`src/source/rv_pkg.sv`:
```
// rv32i pipeline shared types
// enums for the control fields, the instruction word union and the
// structs that travel between control, datapath and the memories
package rv_pkg;

   typedef logic [31:0] xlen_t;

   typedef enum logic [1:0] {PC_4, PC_BRJMP, PC_JALR} pc_sel_e;
   typedef enum logic [1:0] {OP1_RS1, OP1_PC, OP1_ZERO} op1_sel_e;
   typedef enum logic [2:0] {
      OP2_RS2, OP2_ITYPE, OP2_STYPE, OP2_SBTYPE, OP2_UTYPE, OP2_UJTYPE
   } op2_sel_e;
   typedef enum logic [2:0] {
      ALU_ADD, ALU_SUB, ALU_AND, ALU_OR, ALU_XOR, ALU_SLT, ALU_SLTU, ALU_COPY2
   } alu_fun_e;
   typedef enum logic [1:0] {WB_ALU, WB_MEM, WB_PC4} wb_sel_e;
   typedef enum logic [2:0] {BR_N, BR_EQ, BR_NE, BR_LT, BR_GE, BR_J, BR_JR} br_type_e;

   // one instruction word seen through each base format
   typedef union packed {
      struct packed {
         logic [6:0] funct7;
         logic [4:0] rs2;
         logic [4:0] rs1;
         logic [2:0] funct3;
         logic [4:0] rd;
         logic [6:0] opcode;
      } r;
      struct packed {
         logic [11:0] imm11_0;
         logic [4:0]  rs1;
         logic [2:0]  funct3;
         logic [4:0]  rd;
         logic [6:0]  opcode;
      } i;
      struct packed {
         logic [6:0] imm11_5;
         logic [4:0] rs2;
         logic [4:0] rs1;
         logic [2:0] funct3;
         logic [4:0] imm4_0;
         logic [6:0] opcode;
      } s;
      struct packed {
         logic       imm12;
         logic [5:0] imm10_5;
         logic [4:0] rs2;
         logic [4:0] rs1;
         logic [2:0] funct3;
         logic [3:0] imm4_1;
         logic       imm11;
         logic [6:0] opcode;
      } b;
      struct packed {
         logic [19:0] imm31_12;
         logic [4:0]  rd;
         logic [6:0]  opcode;
      } u;
      struct packed {
         logic       imm20;
         logic [9:0] imm10_1;
         logic       imm11;
         logic [7:0] imm19_12;
         logic [4:0] rd;
         logic [6:0] opcode;
      } j;
   } rv_inst_u;

   localparam rv_inst_u BUBBLE = 32'h0000_0013; // addi x0,x0,0

   typedef struct packed {
      logic     dec_stall;
      logic     if_kill;
      logic     dec_kill;
      pc_sel_e  pc_sel;
      op1_sel_e op1_sel;  // decode stage fields from here on
      op2_sel_e op2_sel;
      alu_fun_e alu_fun;
      wb_sel_e  wb_sel;
      logic     rf_wen;
      logic     mem_val;
      logic     mem_wr;
   } ctl_to_dat_t;

   typedef struct packed {
      rv_inst_u   dec_inst;
      logic [4:0] exe_rd;
      logic       exe_wen;
      logic       exe_is_load;
      logic       br_eq;   // rs1 == rs2 in execute
      logic       br_lt;   // signed
      logic       br_ltu;
   } dat_to_ctl_t;

   typedef struct packed {
      logic  valid;
      logic  write;
      xlen_t addr;
      xlen_t wdata;
   } mem_req_t;

   typedef struct packed {
      xlen_t rdata;
   } mem_rsp_t;

endpackage

```
`src/source/rv_alu.sv`:
```
// execute stage ALU
// purely combinational, eight functions incl. signed/unsigned compare
`timescale 1ns/1ps

module rv_alu
   import rv_pkg::*;
(
   input  xlen_t    op1,
   input  xlen_t    op2,
   input  alu_fun_e fun,
   output xlen_t    result
);

   logic lt_s;
   logic lt_u;

   assign lt_s = $signed(op1) < $signed(op2);
   assign lt_u = op1 < op2;

   always_comb begin
      case (fun)
         ALU_ADD:   result = op1 + op2;
         ALU_SUB:   result = op1 - op2;
         ALU_AND:   result = op1 & op2;
         ALU_OR:    result = op1 | op2;
         ALU_XOR:   result = op1 ^ op2;
         ALU_SLT:   result = {31'd0, lt_s};
         ALU_SLTU:  result = {31'd0, lt_u};
         ALU_COPY2: result = op2;  // lui path
         default:   result = op1 + op2;
      endcase
   end

endmodule

```
`src/source/rv_regfile.sv`:
```
// integer register file, 32 x 32 bit
// two combinational read ports, one write port at the clock edge
`timescale 1ns/1ps

module rv_regfile
   import rv_pkg::*;
(
   input  logic       clk,
   input  logic [4:0] rs1_addr,
   input  logic [4:0] rs2_addr,
   output xlen_t      rs1_data,
   output xlen_t      rs2_data,
   input  logic       we,
   input  logic [4:0] waddr,
   input  xlen_t      wdata
);

   xlen_t regs [32];

   // x0 is hardwired, whatever the array holds
   assign rs1_data = (rs1_addr == 5'd0) ? '0 : regs[rs1_addr];
   assign rs2_data = (rs2_addr == 5'd0) ? '0 : regs[rs2_addr];

   // same cycle read of waddr sees old value
   always_ff @(posedge clk) begin
      if (we && waddr != 5'd0) begin
         regs[waddr] <= wdata;
      end
   end

endmodule

```
`src/source/rv_control.sv`:
```
// pipeline control unit
// decodes the instruction in decode, resolves branches in execute
// and produces stall, kill and next-pc select
`timescale 1ns/1ps

module rv_control
   import rv_pkg::*;
(
   input  logic        clk,
   input  logic        arst_n,
   input  dat_to_ctl_t dat,
   output ctl_to_dat_t ctl
);

   localparam logic [6:0] OPC_LUI    = 7'b0110111;
   localparam logic [6:0] OPC_AUIPC  = 7'b0010111;
   localparam logic [6:0] OPC_JAL    = 7'b1101111;
   localparam logic [6:0] OPC_JALR   = 7'b1100111;
   localparam logic [6:0] OPC_BRANCH = 7'b1100011;
   localparam logic [6:0] OPC_LOAD   = 7'b0000011;
   localparam logic [6:0] OPC_STORE  = 7'b0100011;
   localparam logic [6:0] OPC_OPIMM  = 7'b0010011;
   localparam logic [6:0] OPC_OP     = 7'b0110011;

   rv_inst_u inst;
   br_type_e dec_br_type;
   br_type_e exe_br_type;  // branch type of the instruction in execute
   logic     rs1_used;
   logic     rs2_used;
   logic     load_use;
   logic     exe_take;

   assign inst = dat.dec_inst;

   always_comb begin
      ctl         = '0;  // defaults give a bubble
      ctl.op1_sel = OP1_RS1;
      ctl.op2_sel = OP2_ITYPE;
      ctl.alu_fun = ALU_ADD;
      ctl.wb_sel  = WB_ALU;
      dec_br_type = BR_N;
      rs1_used    = 1'b0;
      rs2_used    = 1'b0;

      case (inst.r.opcode)
         OPC_LUI: begin
            ctl.op1_sel = OP1_ZERO;
            ctl.op2_sel = OP2_UTYPE;
            ctl.alu_fun = ALU_COPY2;
            ctl.rf_wen  = 1'b1;
         end
         OPC_AUIPC: begin
            ctl.op1_sel = OP1_PC;
            ctl.op2_sel = OP2_UTYPE;
            ctl.rf_wen  = 1'b1;
         end
         OPC_JAL: begin
            ctl.op1_sel = OP1_PC;
            ctl.op2_sel = OP2_UJTYPE;
            ctl.wb_sel  = WB_PC4;
            ctl.rf_wen  = 1'b1;
            dec_br_type = BR_J;
         end
         OPC_JALR: begin
            if (inst.i.funct3 == 3'b000) begin
               ctl.wb_sel  = WB_PC4;
               ctl.rf_wen  = 1'b1;
               dec_br_type = BR_JR;
               rs1_used    = 1'b1;
            end
         end
         OPC_BRANCH: begin
            ctl.op2_sel = OP2_SBTYPE;  // target = pc + imm
            rs1_used    = 1'b1;
            rs2_used    = 1'b1;
            case (inst.b.funct3)
               3'b000:  dec_br_type = BR_EQ;
               3'b001:  dec_br_type = BR_NE;
               3'b100:  dec_br_type = BR_LT;
               3'b101:  dec_br_type = BR_GE;
               default: begin
                  rs1_used = 1'b0;
                  rs2_used = 1'b0;
               end
            endcase
         end
         OPC_LOAD: begin
            if (inst.i.funct3 == 3'b010) begin  // lw only
               ctl.wb_sel  = WB_MEM;
               ctl.rf_wen  = 1'b1;
               ctl.mem_val = 1'b1;
               rs1_used    = 1'b1;
            end
         end
         OPC_STORE: begin
            if (inst.s.funct3 == 3'b010) begin  // sw only
               ctl.op2_sel = OP2_STYPE;
               ctl.mem_val = 1'b1;
               ctl.mem_wr  = 1'b1;
               rs1_used    = 1'b1;
               rs2_used    = 1'b1;
            end
         end
         OPC_OPIMM: begin
            rs1_used   = 1'b1;
            ctl.rf_wen = 1'b1;
            case (inst.i.funct3)
               3'b000:  ctl.alu_fun = ALU_ADD;
               3'b111:  ctl.alu_fun = ALU_AND;
               3'b110:  ctl.alu_fun = ALU_OR;
               3'b100:  ctl.alu_fun = ALU_XOR;
               default: begin
                  ctl.rf_wen = 1'b0;
                  rs1_used   = 1'b0;
               end
            endcase
         end
         OPC_OP: begin
            ctl.op2_sel = OP2_RS2;
            rs1_used    = 1'b1;
            rs2_used    = 1'b1;
            ctl.rf_wen  = 1'b1;
            case ({inst.r.funct7, inst.r.funct3})
               10'b0000000_000: ctl.alu_fun = ALU_ADD;
               10'b0100000_000: ctl.alu_fun = ALU_SUB;
               10'b0000000_111: ctl.alu_fun = ALU_AND;
               10'b0000000_110: ctl.alu_fun = ALU_OR;
               10'b0000000_100: ctl.alu_fun = ALU_XOR;
               10'b0000000_010: ctl.alu_fun = ALU_SLT;
               10'b0000000_011: ctl.alu_fun = ALU_SLTU;
               default: begin
                  ctl.rf_wen = 1'b0;
                  rs1_used   = 1'b0;
                  rs2_used   = 1'b0;
               end
            endcase
         end
         default: ;  // unsupported, runs as a bubble
      endcase

      // branch resolution in execute
      case (exe_br_type)
         BR_EQ:   exe_take = dat.br_eq;
         BR_NE:   exe_take = !dat.br_eq;
         BR_LT:   exe_take = dat.br_lt;
         BR_GE:   exe_take = !dat.br_lt;
         BR_J,
         BR_JR:   exe_take = 1'b1;
         default: exe_take = 1'b0;
      endcase

      if (!exe_take) begin
         ctl.pc_sel = PC_4;
      end else if (exe_br_type == BR_JR) begin
         ctl.pc_sel = PC_JALR;
      end else begin
         ctl.pc_sel = PC_BRJMP;
      end
      ctl.if_kill  = exe_take;
      ctl.dec_kill = exe_take;

      // a load in execute cannot also be a taken branch
      load_use = dat.exe_wen && dat.exe_is_load && dat.exe_rd != 5'd0 &&
                 ((rs1_used && inst.r.rs1 == dat.exe_rd) ||
                  (rs2_used && inst.r.rs2 == dat.exe_rd));
      ctl.dec_stall = load_use;
   end

   // follows the datapath execute register
   always_ff @(posedge clk or negedge arst_n) begin
      if (!arst_n) begin
         exe_br_type <= BR_N;
      end else if (ctl.dec_kill || ctl.dec_stall) begin
         exe_br_type <= BR_N;
      end else begin
         exe_br_type <= dec_br_type;
      end
   end

endmodule

```
`src/source/rv_datapath.sv`:
```
// five stage rv32i datapath
// fetch, decode, execute, memory and writeback registers with
// bypassing into decode, immediate generation and the memory ports
`timescale 1ns/1ps

module rv_datapath
   import rv_pkg::*;
#(
   parameter xlen_t reset_vector = 32'h0000_0000
) (
   input  logic        clk,
   input  logic        arst_n,
   input  ctl_to_dat_t ctl,
   output dat_to_ctl_t dat,
   output mem_req_t    imem_req,
   input  mem_rsp_t    imem_rsp,
   output mem_req_t    dmem_req,
   input  mem_rsp_t    dmem_rsp
);

   typedef struct packed {
      xlen_t pc;
   } if_state_t;

   typedef struct packed {
      xlen_t    pc;
      rv_inst_u inst;
   } id_state_t;

   typedef struct packed {
      xlen_t      pc;
      xlen_t      op1;
      xlen_t      op2;
      xlen_t      rs2_data;  // store data and branch compare
      logic [4:0] rd;
      alu_fun_e   alu_fun;
      wb_sel_e    wb_sel;
      logic       rf_wen;
      logic       mem_val;
      logic       mem_wr;
   } ex_state_t;

   typedef struct packed {
      xlen_t      alu_out;  // link value already folded in
      xlen_t      rs2_data;
      logic [4:0] rd;
      wb_sel_e    wb_sel;
      logic       rf_wen;
      logic       mem_val;
      logic       mem_wr;
   } mem_state_t;

   typedef struct packed {
      xlen_t      data;
      logic [4:0] rd;
      logic       rf_wen;
   } wb_state_t;

   if_state_t  fs;
   id_state_t  ds;
   ex_state_t  es;
   mem_state_t ms;
   wb_state_t  ws;

   xlen_t pc_next;
   xlen_t rf_rs1;
   xlen_t rf_rs2;
   xlen_t rs1_fwd;
   xlen_t rs2_fwd;
   xlen_t dec_op1;
   xlen_t dec_op2;
   xlen_t alu_result;
   xlen_t exe_wb_data;
   xlen_t mem_wb_data;
   xlen_t brjmp_target;
   xlen_t jalr_target;

   // youngest producer wins, x0 never forwarded
   function automatic xlen_t bypass(input logic [4:0] addr, input xlen_t rf_val);
      if (addr == 5'd0) begin
         return rf_val;
      end
      if (es.rf_wen && es.rd == addr) begin
         return exe_wb_data;
      end
      if (ms.rf_wen && ms.rd == addr) begin
         return mem_wb_data;
      end
      if (ws.rf_wen && ws.rd == addr) begin
         return ws.data;
      end
      return rf_val;
   endfunction

   // fetch
   assign brjmp_target = es.pc + es.op2;
   assign jalr_target  = {alu_result[31:1], 1'b0};

   always_comb begin
      case (ctl.pc_sel)
         PC_BRJMP: pc_next = brjmp_target;
         PC_JALR:  pc_next = jalr_target;
         default:  pc_next = ctl.dec_stall ? fs.pc : fs.pc + 32'd4;
      endcase
   end

   always_ff @(posedge clk or negedge arst_n) begin
      if (!arst_n) begin
         fs.pc <= reset_vector;
      end else begin
         fs.pc <= pc_next;
      end
   end

   assign imem_req.valid = 1'b1;
   assign imem_req.write = 1'b0;
   assign imem_req.addr  = fs.pc;
   assign imem_req.wdata = '0;

   // decode
   always_ff @(posedge clk or negedge arst_n) begin
      if (!arst_n) begin
         ds.pc   <= reset_vector;
         ds.inst <= BUBBLE;
      end else if (ctl.if_kill) begin
         ds.inst <= BUBBLE;
      end else if (!ctl.dec_stall) begin
         ds.pc   <= fs.pc;
         ds.inst <= imem_rsp.rdata;
      end
   end

   rv_regfile i_regfile (
      .clk      (clk),
      .rs1_addr (ds.inst.r.rs1),
      .rs2_addr (ds.inst.r.rs2),
      .rs1_data (rf_rs1),
      .rs2_data (rf_rs2),
      .we       (ws.rf_wen),
      .waddr    (ws.rd),
      .wdata    (ws.data)
   );

   always_comb begin
      rs1_fwd = bypass(ds.inst.r.rs1, rf_rs1);
      rs2_fwd = bypass(ds.inst.r.rs2, rf_rs2);
   end

   always_comb begin
      case (ctl.op1_sel)
         OP1_RS1: dec_op1 = rs1_fwd;
         OP1_PC:  dec_op1 = ds.pc;
         default: dec_op1 = '0;
      endcase

      // sign-extended immediates straight from the union views
      case (ctl.op2_sel)
         OP2_RS2:    dec_op2 = rs2_fwd;
         OP2_ITYPE:  dec_op2 = {{20{ds.inst.i.imm11_0[11]}}, ds.inst.i.imm11_0};
         OP2_STYPE:  dec_op2 = {{20{ds.inst.s.imm11_5[6]}}, ds.inst.s.imm11_5,
                                ds.inst.s.imm4_0};
         OP2_SBTYPE: dec_op2 = {{20{ds.inst.b.imm12}}, ds.inst.b.imm11,
                                ds.inst.b.imm10_5, ds.inst.b.imm4_1, 1'b0};
         OP2_UTYPE:  dec_op2 = {ds.inst.u.imm31_12, 12'd0};
         OP2_UJTYPE: dec_op2 = {{12{ds.inst.j.imm20}}, ds.inst.j.imm19_12,
                                ds.inst.j.imm11, ds.inst.j.imm10_1, 1'b0};
         default:    dec_op2 = '0;
      endcase
   end

   // execute
   always_ff @(posedge clk or negedge arst_n) begin
      if (!arst_n) begin
         es <= '0;
      end else if (ctl.dec_kill || ctl.dec_stall) begin
         es.rd      <= 5'd0;  // bubble
         es.wb_sel  <= WB_ALU;
         es.rf_wen  <= 1'b0;
         es.mem_val <= 1'b0;
         es.mem_wr  <= 1'b0;
      end else begin
         es.pc       <= ds.pc;
         es.op1      <= dec_op1;
         es.op2      <= dec_op2;
         es.rs2_data <= rs2_fwd;
         es.rd       <= ds.inst.r.rd;
         es.alu_fun  <= ctl.alu_fun;
         es.wb_sel   <= ctl.wb_sel;
         es.rf_wen   <= ctl.rf_wen;
         es.mem_val  <= ctl.mem_val;
         es.mem_wr   <= ctl.mem_wr;
      end
   end

   rv_alu i_alu (
      .op1    (es.op1),
      .op2    (es.op2),
      .fun    (es.alu_fun),
      .result (alu_result)
   );

   assign exe_wb_data = (es.wb_sel == WB_PC4) ? es.pc + 32'd4 : alu_result;

   // memory
   always_ff @(posedge clk or negedge arst_n) begin
      if (!arst_n) begin
         ms <= '0;
      end else begin
         ms.alu_out  <= exe_wb_data;
         ms.rs2_data <= es.rs2_data;
         ms.rd       <= es.rd;
         ms.wb_sel   <= es.wb_sel;
         ms.rf_wen   <= es.rf_wen;
         ms.mem_val  <= es.mem_val;
         ms.mem_wr   <= es.mem_wr;
      end
   end

   assign dmem_req.valid = ms.mem_val;
   assign dmem_req.write = ms.mem_wr;
   assign dmem_req.addr  = ms.alu_out;
   assign dmem_req.wdata = ms.rs2_data;

   assign mem_wb_data = (ms.wb_sel == WB_MEM) ? dmem_rsp.rdata : ms.alu_out;

   // writeback
   always_ff @(posedge clk or negedge arst_n) begin
      if (!arst_n) begin
         ws <= '0;
      end else begin
         ws.data   <= mem_wb_data;
         ws.rd     <= ms.rd;
         ws.rf_wen <= ms.rf_wen;
      end
   end

   // to control
   assign dat.dec_inst    = ds.inst;
   assign dat.exe_rd      = es.rd;
   assign dat.exe_wen     = es.rf_wen;
   assign dat.exe_is_load = (es.wb_sel == WB_MEM);
   assign dat.br_eq       = (es.op1 == es.rs2_data);
   assign dat.br_lt       = ($signed(es.op1) < $signed(es.rs2_data));
   assign dat.br_ltu      = (es.op1 < es.rs2_data);

endmodule

```
`src/source/rv_core.sv`:
```
// rv32i five stage core top level
// control unit and datapath joined, memory ports brought out
`timescale 1ns/1ps

module rv_core
   import rv_pkg::*;
#(
   parameter xlen_t reset_vector = 32'h0000_0000
) (
   input  logic     clk,
   input  logic     arst_n,
   output mem_req_t imem_req,
   input  mem_rsp_t imem_rsp,
   output mem_req_t dmem_req,
   input  mem_rsp_t dmem_rsp
);

   ctl_to_dat_t ctl;
   dat_to_ctl_t dat;

   rv_control i_control (
      .clk    (clk),
      .arst_n (arst_n),
      .dat    (dat),
      .ctl    (ctl)
   );

   rv_datapath #(
      .reset_vector (reset_vector)
   ) i_datapath (
      .clk      (clk),
      .arst_n   (arst_n),
      .ctl      (ctl),
      .dat      (dat),
      .imem_req (imem_req),
      .imem_rsp (imem_rsp),
      .dmem_req (dmem_req),
      .dmem_rsp (dmem_rsp)
   );

endmodule

```
`config.mk`:
```
export PLATFORM = sky130hd
export DESIGN_NAME = rv_core
export DESIGN_NICKNAME = d
export VERILOG_FILES = /design/src/source/rv_pkg.sv /design/src/source/rv_alu.sv /design/src/source/rv_regfile.sv /design/src/source/rv_control.sv /design/src/source/rv_datapath.sv /design/src/source/rv_core.sv
export SDC_FILE = /design/constraint.sdc
export NUM_CORES = 2
export LEC_CHECK = 0
export BUFFER_PORTS_ARGS = -buffer_cell sky130_fd_sc_hd__buf_2
export CAP_MARGIN = 25
export CORE_MARGIN = 2
export CORE_UTILIZATION = 45
export CTS_CLUSTER_DIAMETER = 200
export CTS_CLUSTER_SIZE = 40
export DETAILED_ROUTE_END_ITERATION = 10
export HOLD_SLACK_MARGIN = 0.08
export PLACE_DENSITY = 0.68
export SLEW_MARGIN = 20
export SYNTH_ARGS = -nofsm -noshare
export SYNTH_HDL_FRONTEND = slang
export SYNTH_HIERARCHICAL = 1
export SYNTH_SLANG_ARGS = --single-unit
```
`constraint.sdc`:
```
create_clock -name clk -period 12 [get_ports clk]
set_clock_uncertainty 0.15 [all_clocks]
set_input_delay 1.2 -clock clk [delete_from_list [all_inputs] [get_ports clk]]
set_output_delay 1.2 -clock clk [all_outputs]
set_load 0.02 [all_outputs]
```
### Word level (Yosys, flattened, before mapping)

Memories as Yosys holds them, arrays and structs flattened.
Index checks and enable logic that the tools add are counted.

* register bits after elaboration: 352
* bits in writable memories: 1024
* input bits: 66
* output and inout port bits: 132
* logic and storage cells: 206
* memories: 1

* add/sub/neg operators: 5
* $lt $le $gt $ge: 3
* equal/unequal tests: 56
* muxes and demuxes: 78
* bitwise logic cells: 5
* reduce and logical (&&, ||, !) cells: 34

Memory list
* i_datapath.i_regfile.regs: words 32, bits a word 32, read ports 2, clocked after Yosys merged registers in 0, write ports 1, line rv_regfile.sv:18 `xlen_t regs [32];`

Operators with widths (count)
* $mux W32: 23
* $pmux W32 S8: 1
* $pmux W32 S6: 1
* $pmux W32 S2: 2
* $lt A32 B32 Y1: 3
* $add A32 B3 Y32 const B: 2
* $add A32 B32 Y32: 2
* $eq A5 B5 Y1: 8
* $eq A3 B3 Y1 const B: 13
* $and A32 B32 Y32: 1
* $eq A32 B32 Y1: 1
* $or A32 B32 Y32: 1
* $sub A32 B32 Y32: 1
* $xor A32 B32 Y32: 1
* $eq A10 B3 Y1 const B: 3
* $mux W1: 28
* $pmux W3 S3: 3
* $eq A3 B2 Y1 const B: 7
* $eq A7 B6 Y1 const B: 3
* $eq A7 B7 Y1 const B: 3
* $eq A10 B2 Y1 const B: 2
* $pmux W3 S6: 1
* $pmux W1 S5: 3
* $pmux W3 S5: 1
* 30 further kinds: 67

### Logic depth before layout (Yosys ltp)

* depth after elaboration: 14
* gate-level depth with buffers: 26
* depth with buffers taken out: 25

### Modules after synthesis

Netlist, hierarchy kept.

Modules (own cells, without submodules)
* rv_regfile: times used 1, cells each 2400, area an instance 46970.0 um^2, seq. area each 30749.5 um^2
* rv_datapath: times used 1, cells each 2232, area an instance 20602.3 um^2, seq. area each 8737.1 um^2
* rv_alu: times used 1, cells each 897, area an instance 5660.4 um^2, seq. area each 0.0 um^2
* rv_control: times used 1, cells each 127, area an instance 868.3 um^2, seq. area each 75.1 um^2

### Worst setup path before layout

OpenSTA, ideal clock, no wires.

* path type: register to register
* from: reg, netlist name i_datapath/es[78]
* to: reg, netlist name i_datapath/es[100]
* library setup time: 0.083 ns
* arrival time: 4.364 ns
* data required time: 11.767 ns
* path slack: 7.404 ns
* stages on the path, launching flop included: 23
* buffers on the path: 4
* period minus slack after synthesis: 4.596 ns
* path through: dfrtp_1 -> ha_1 -> nor2b_1 -> o21a_1 -> o21a_1 -> o21a_1 -> o21a_1 -> o21ai_0 -> o2111ai_1 -> a21oi_1 -> mux2i_1 -> a22oi_1 -> o21ai_0 -> inv_1 -> buf_4 -> or2_2 -> clkbuf_1 -> or3_1 -> clkbuf_1 -> nor2_1 -> clkbuf_1 -> a222oi_1 -> o21ai_0

==> flow_summary.ini <==
[placed_design]
hpwl_um = 165000
pre_cts_ws_ps = 5710
portBuffers = 163
gp_congestion = 0.989

[setup_path]
timing.rr.end = i_datapath/fs[18]$_DFFE_PN0P_
critPathLaunchType = flop
crit_top_cell = o21a_1
rr_startpoint = i_datapath/es[78]$_DFFE_PN0N_
crit_type = flop to flop
cpPeakStageDelay_ps = 730
rrSetupSlack_ps = 5570
cp_max_fo = 28
end_kind = flop
crit_slowest_cell = ha_1
path_cells = ha_1 > nor2b_1 > o21a_1 > o21a_1 > o21a_1 > o21a_1 > o21ai_0 > o2111ai_1 > a21oi_1 > mux2i_1 > a22oi_1 > o21ai_0 > nor2_1 > inv_1 > ha_1 > nor2_1 > nand2_1 > nand2_1 > a221oi_1 > a211oi_1
cpLargestDelayFamily = compound AO/OA/AOI/OAI gates
worst-r2r-cell-count = 20
critPathArrivalTime_ps = 6870
critPathRequiredTime_ps = 12450
cp_num_buf_inv = 1

[timing]
setup_slack_ps = 5570
final-max-slew-violation-count = 0
finalHoldViolCount = 0
setup_viol = 0
fin_crit_sh_pct = 53.5
layout_min_cycle_time_ps = 6430
worst_pin_slew_ps = 1250
setup_tns_ps = 0
max_slew_margin_pct = 16.0
fmax_mhz = 156
rsz0062_at_grt = no

[finish]
seq_area_um2 = 39600
final_util_pct = 47.7
drive_gt1_share_pct = 18.1
multi_input_area_um2 = 31500
fill_cells = 14100
nNetsFinal = 5760
n_antenna_cell = 0
syn_to_final_growth_pct = 5.06

[yosys]
yosysWarnings = 6
syn_avg_cell_area_um2 = 13.1
mappedNetlistArea_um2 = 74100
synthCells = 5650

[grt]
grt_antenna_before_repair = 9
grt_max_degree = 146
grt.total_usage_pct = 29.1
grt_pass1_vias = 50200
grt-ovfl-total = 0
grt_pass1_wl_um = 357000

[clock_tree]
cts_resized = 0
post_cts_buffers = 0
cts_made_buffers = 40
path_clk_slew_ps = 160
clock_latency_ps = 710
cts_tree = done
cts_root_buf = clkbuf_16
ctsHoldBuffers = 0
cts.sinks = 1376
ctsLongestPathBuffers = 3
htree_levels = 2

[power]
power_density_nw_per_um2 = 147
vdd_drop_max_uv = 165
p_leak_nw = 27.7

[drt]
drcViolationCount = 0
drtIter0Drc = 7711
avgViaCountPerCell = 6.76
ant_nets = 0
routed_wl_um = 250000
wire_per_inst_um = 32.4
first_pass_iters = 7
via_count = 52100

[min_path]
min-delay-path-class = flop to flop
min_from = i_datapath/es[1]$_DFF_PN0_
min_to = i_datapath/dmem_req[65]$_DFF_PN0_
hold_depth = 0

[run]
drv_cap = 0

[floorplanning]
start_util_pct = 45.4
dieArea_um2 = 168000
rows = 148
io_pins = 198
die_w_um = 410
core_um2 = 163000
die_h_um = 410

[outcome]
status = finished clean
==> registers in the layout (all words and copies together) (netlist names) <==
| signal | flops |
|---|---|
| i_datapath/ds | 32 |
| i_datapath/es | 135 |
| i_datapath/dat | 38 |
| i_datapath/dmem_req | 66 |
| i_datapath/fs | 32 |
| i_datapath/ms | 8 |
| i_datapath/i_regfile/regs | 1024 |
| i_control/exe_br_type | 3 |
| i_datapath/ws | 38 |
==> layer usage <==
metal / track usage, % / vias to the layer above / routed length [um]
li1: - / 21500 / -
met1: 38.2 / 26600 / 90400
met2: 46.2 / 3478 / 115000
met3: 6.21 / 608 / 30200
met4: 13.9 / 2 / 14000
met5: 0 / - / 17
==> layout make-up <==
cell class,count,area share [%]
Clock buffer,52,1.34
Clock inverter,4,0.0675
Inverter,188,0.910
Multi-Input combinational cell,3611,40.5
Sequential cell,1376,50.9
Tap cell,2175,3.50
Timing Repair Buffer,311,2.73
==> through the flow <==
step	hold WS [ps]	power, mW	cell area, um2	cells
final	219	11.5	77800	7717
after global routing	227	11.8	77800	7717
after CTS	221	11.3	77500	7700
after detailed placement	194	9.36	76400	7644
after global placement	187	9.30	76400	7638
after floorplan	181	8.14	74300	5713
==> worst max path at each step <==
| stage | cells past startpoint | slack [ps] | endpoint | startpoint |
|---|---|---|---|---|
| global route | 20 | 5140 | i_datapath/fs[18]$_DFFE_PN0P_ | i_datapath/es[78]$_DFFE_PN0N_ |
| floorplan | 22 | 7430 | i_datapath/es[100]$_DFFE_PN0N_ | i_datapath/es[78]$_DFFE_PN0N_ |
| CTS | 20 | 5670 | i_datapath/fs[20]$_DFFE_PN0P_ | i_datapath/es[78]$_DFFE_PN0N_ |
| global placement | 21 | 5760 | i_datapath/fs[21]$_DFFE_PN0P_ | i_datapath/es[78]$_DFFE_PN0N_ |
| detailed placement | 20 | 5710 | i_datapath/fs[20]$_DFFE_PN0P_ | i_datapath/es[78]$_DFFE_PN0N_ |
| finish | 20 | 5570 | i_datapath/fs[18]$_DFFE_PN0P_ | i_datapath/es[78]$_DFFE_PN0N_ |
==> layout by cell type (no fill, tap or decap), types with 60 or more instances in the layout <==
cell type and instances:
buf_2 165, inv_1 184, mux4_2 425, xnor2_1 60, dfrtp_1 326, mux2_2 96, conb_1 66, a22o_1 63
nor2_1 294, nand2_1 400, a21oi_1 314, edfxtp_1 1024, o21ai_0 239, nor3_1 82, nand3_1 61, o22ai_1 66
ha_1 163, mux2i_1 295, buf_4 123, a211oi_1 154
==> power by group <==
| part | switching, mW | internal [mW] |
|---|---|---|
| Combinational | 1.84 | 1.01 |
| Clock | 1.40 | 0.635 |
| Sequential | 0.747 | 5.84 |
No activity file was read; power rests on OpenSTA's default activity.
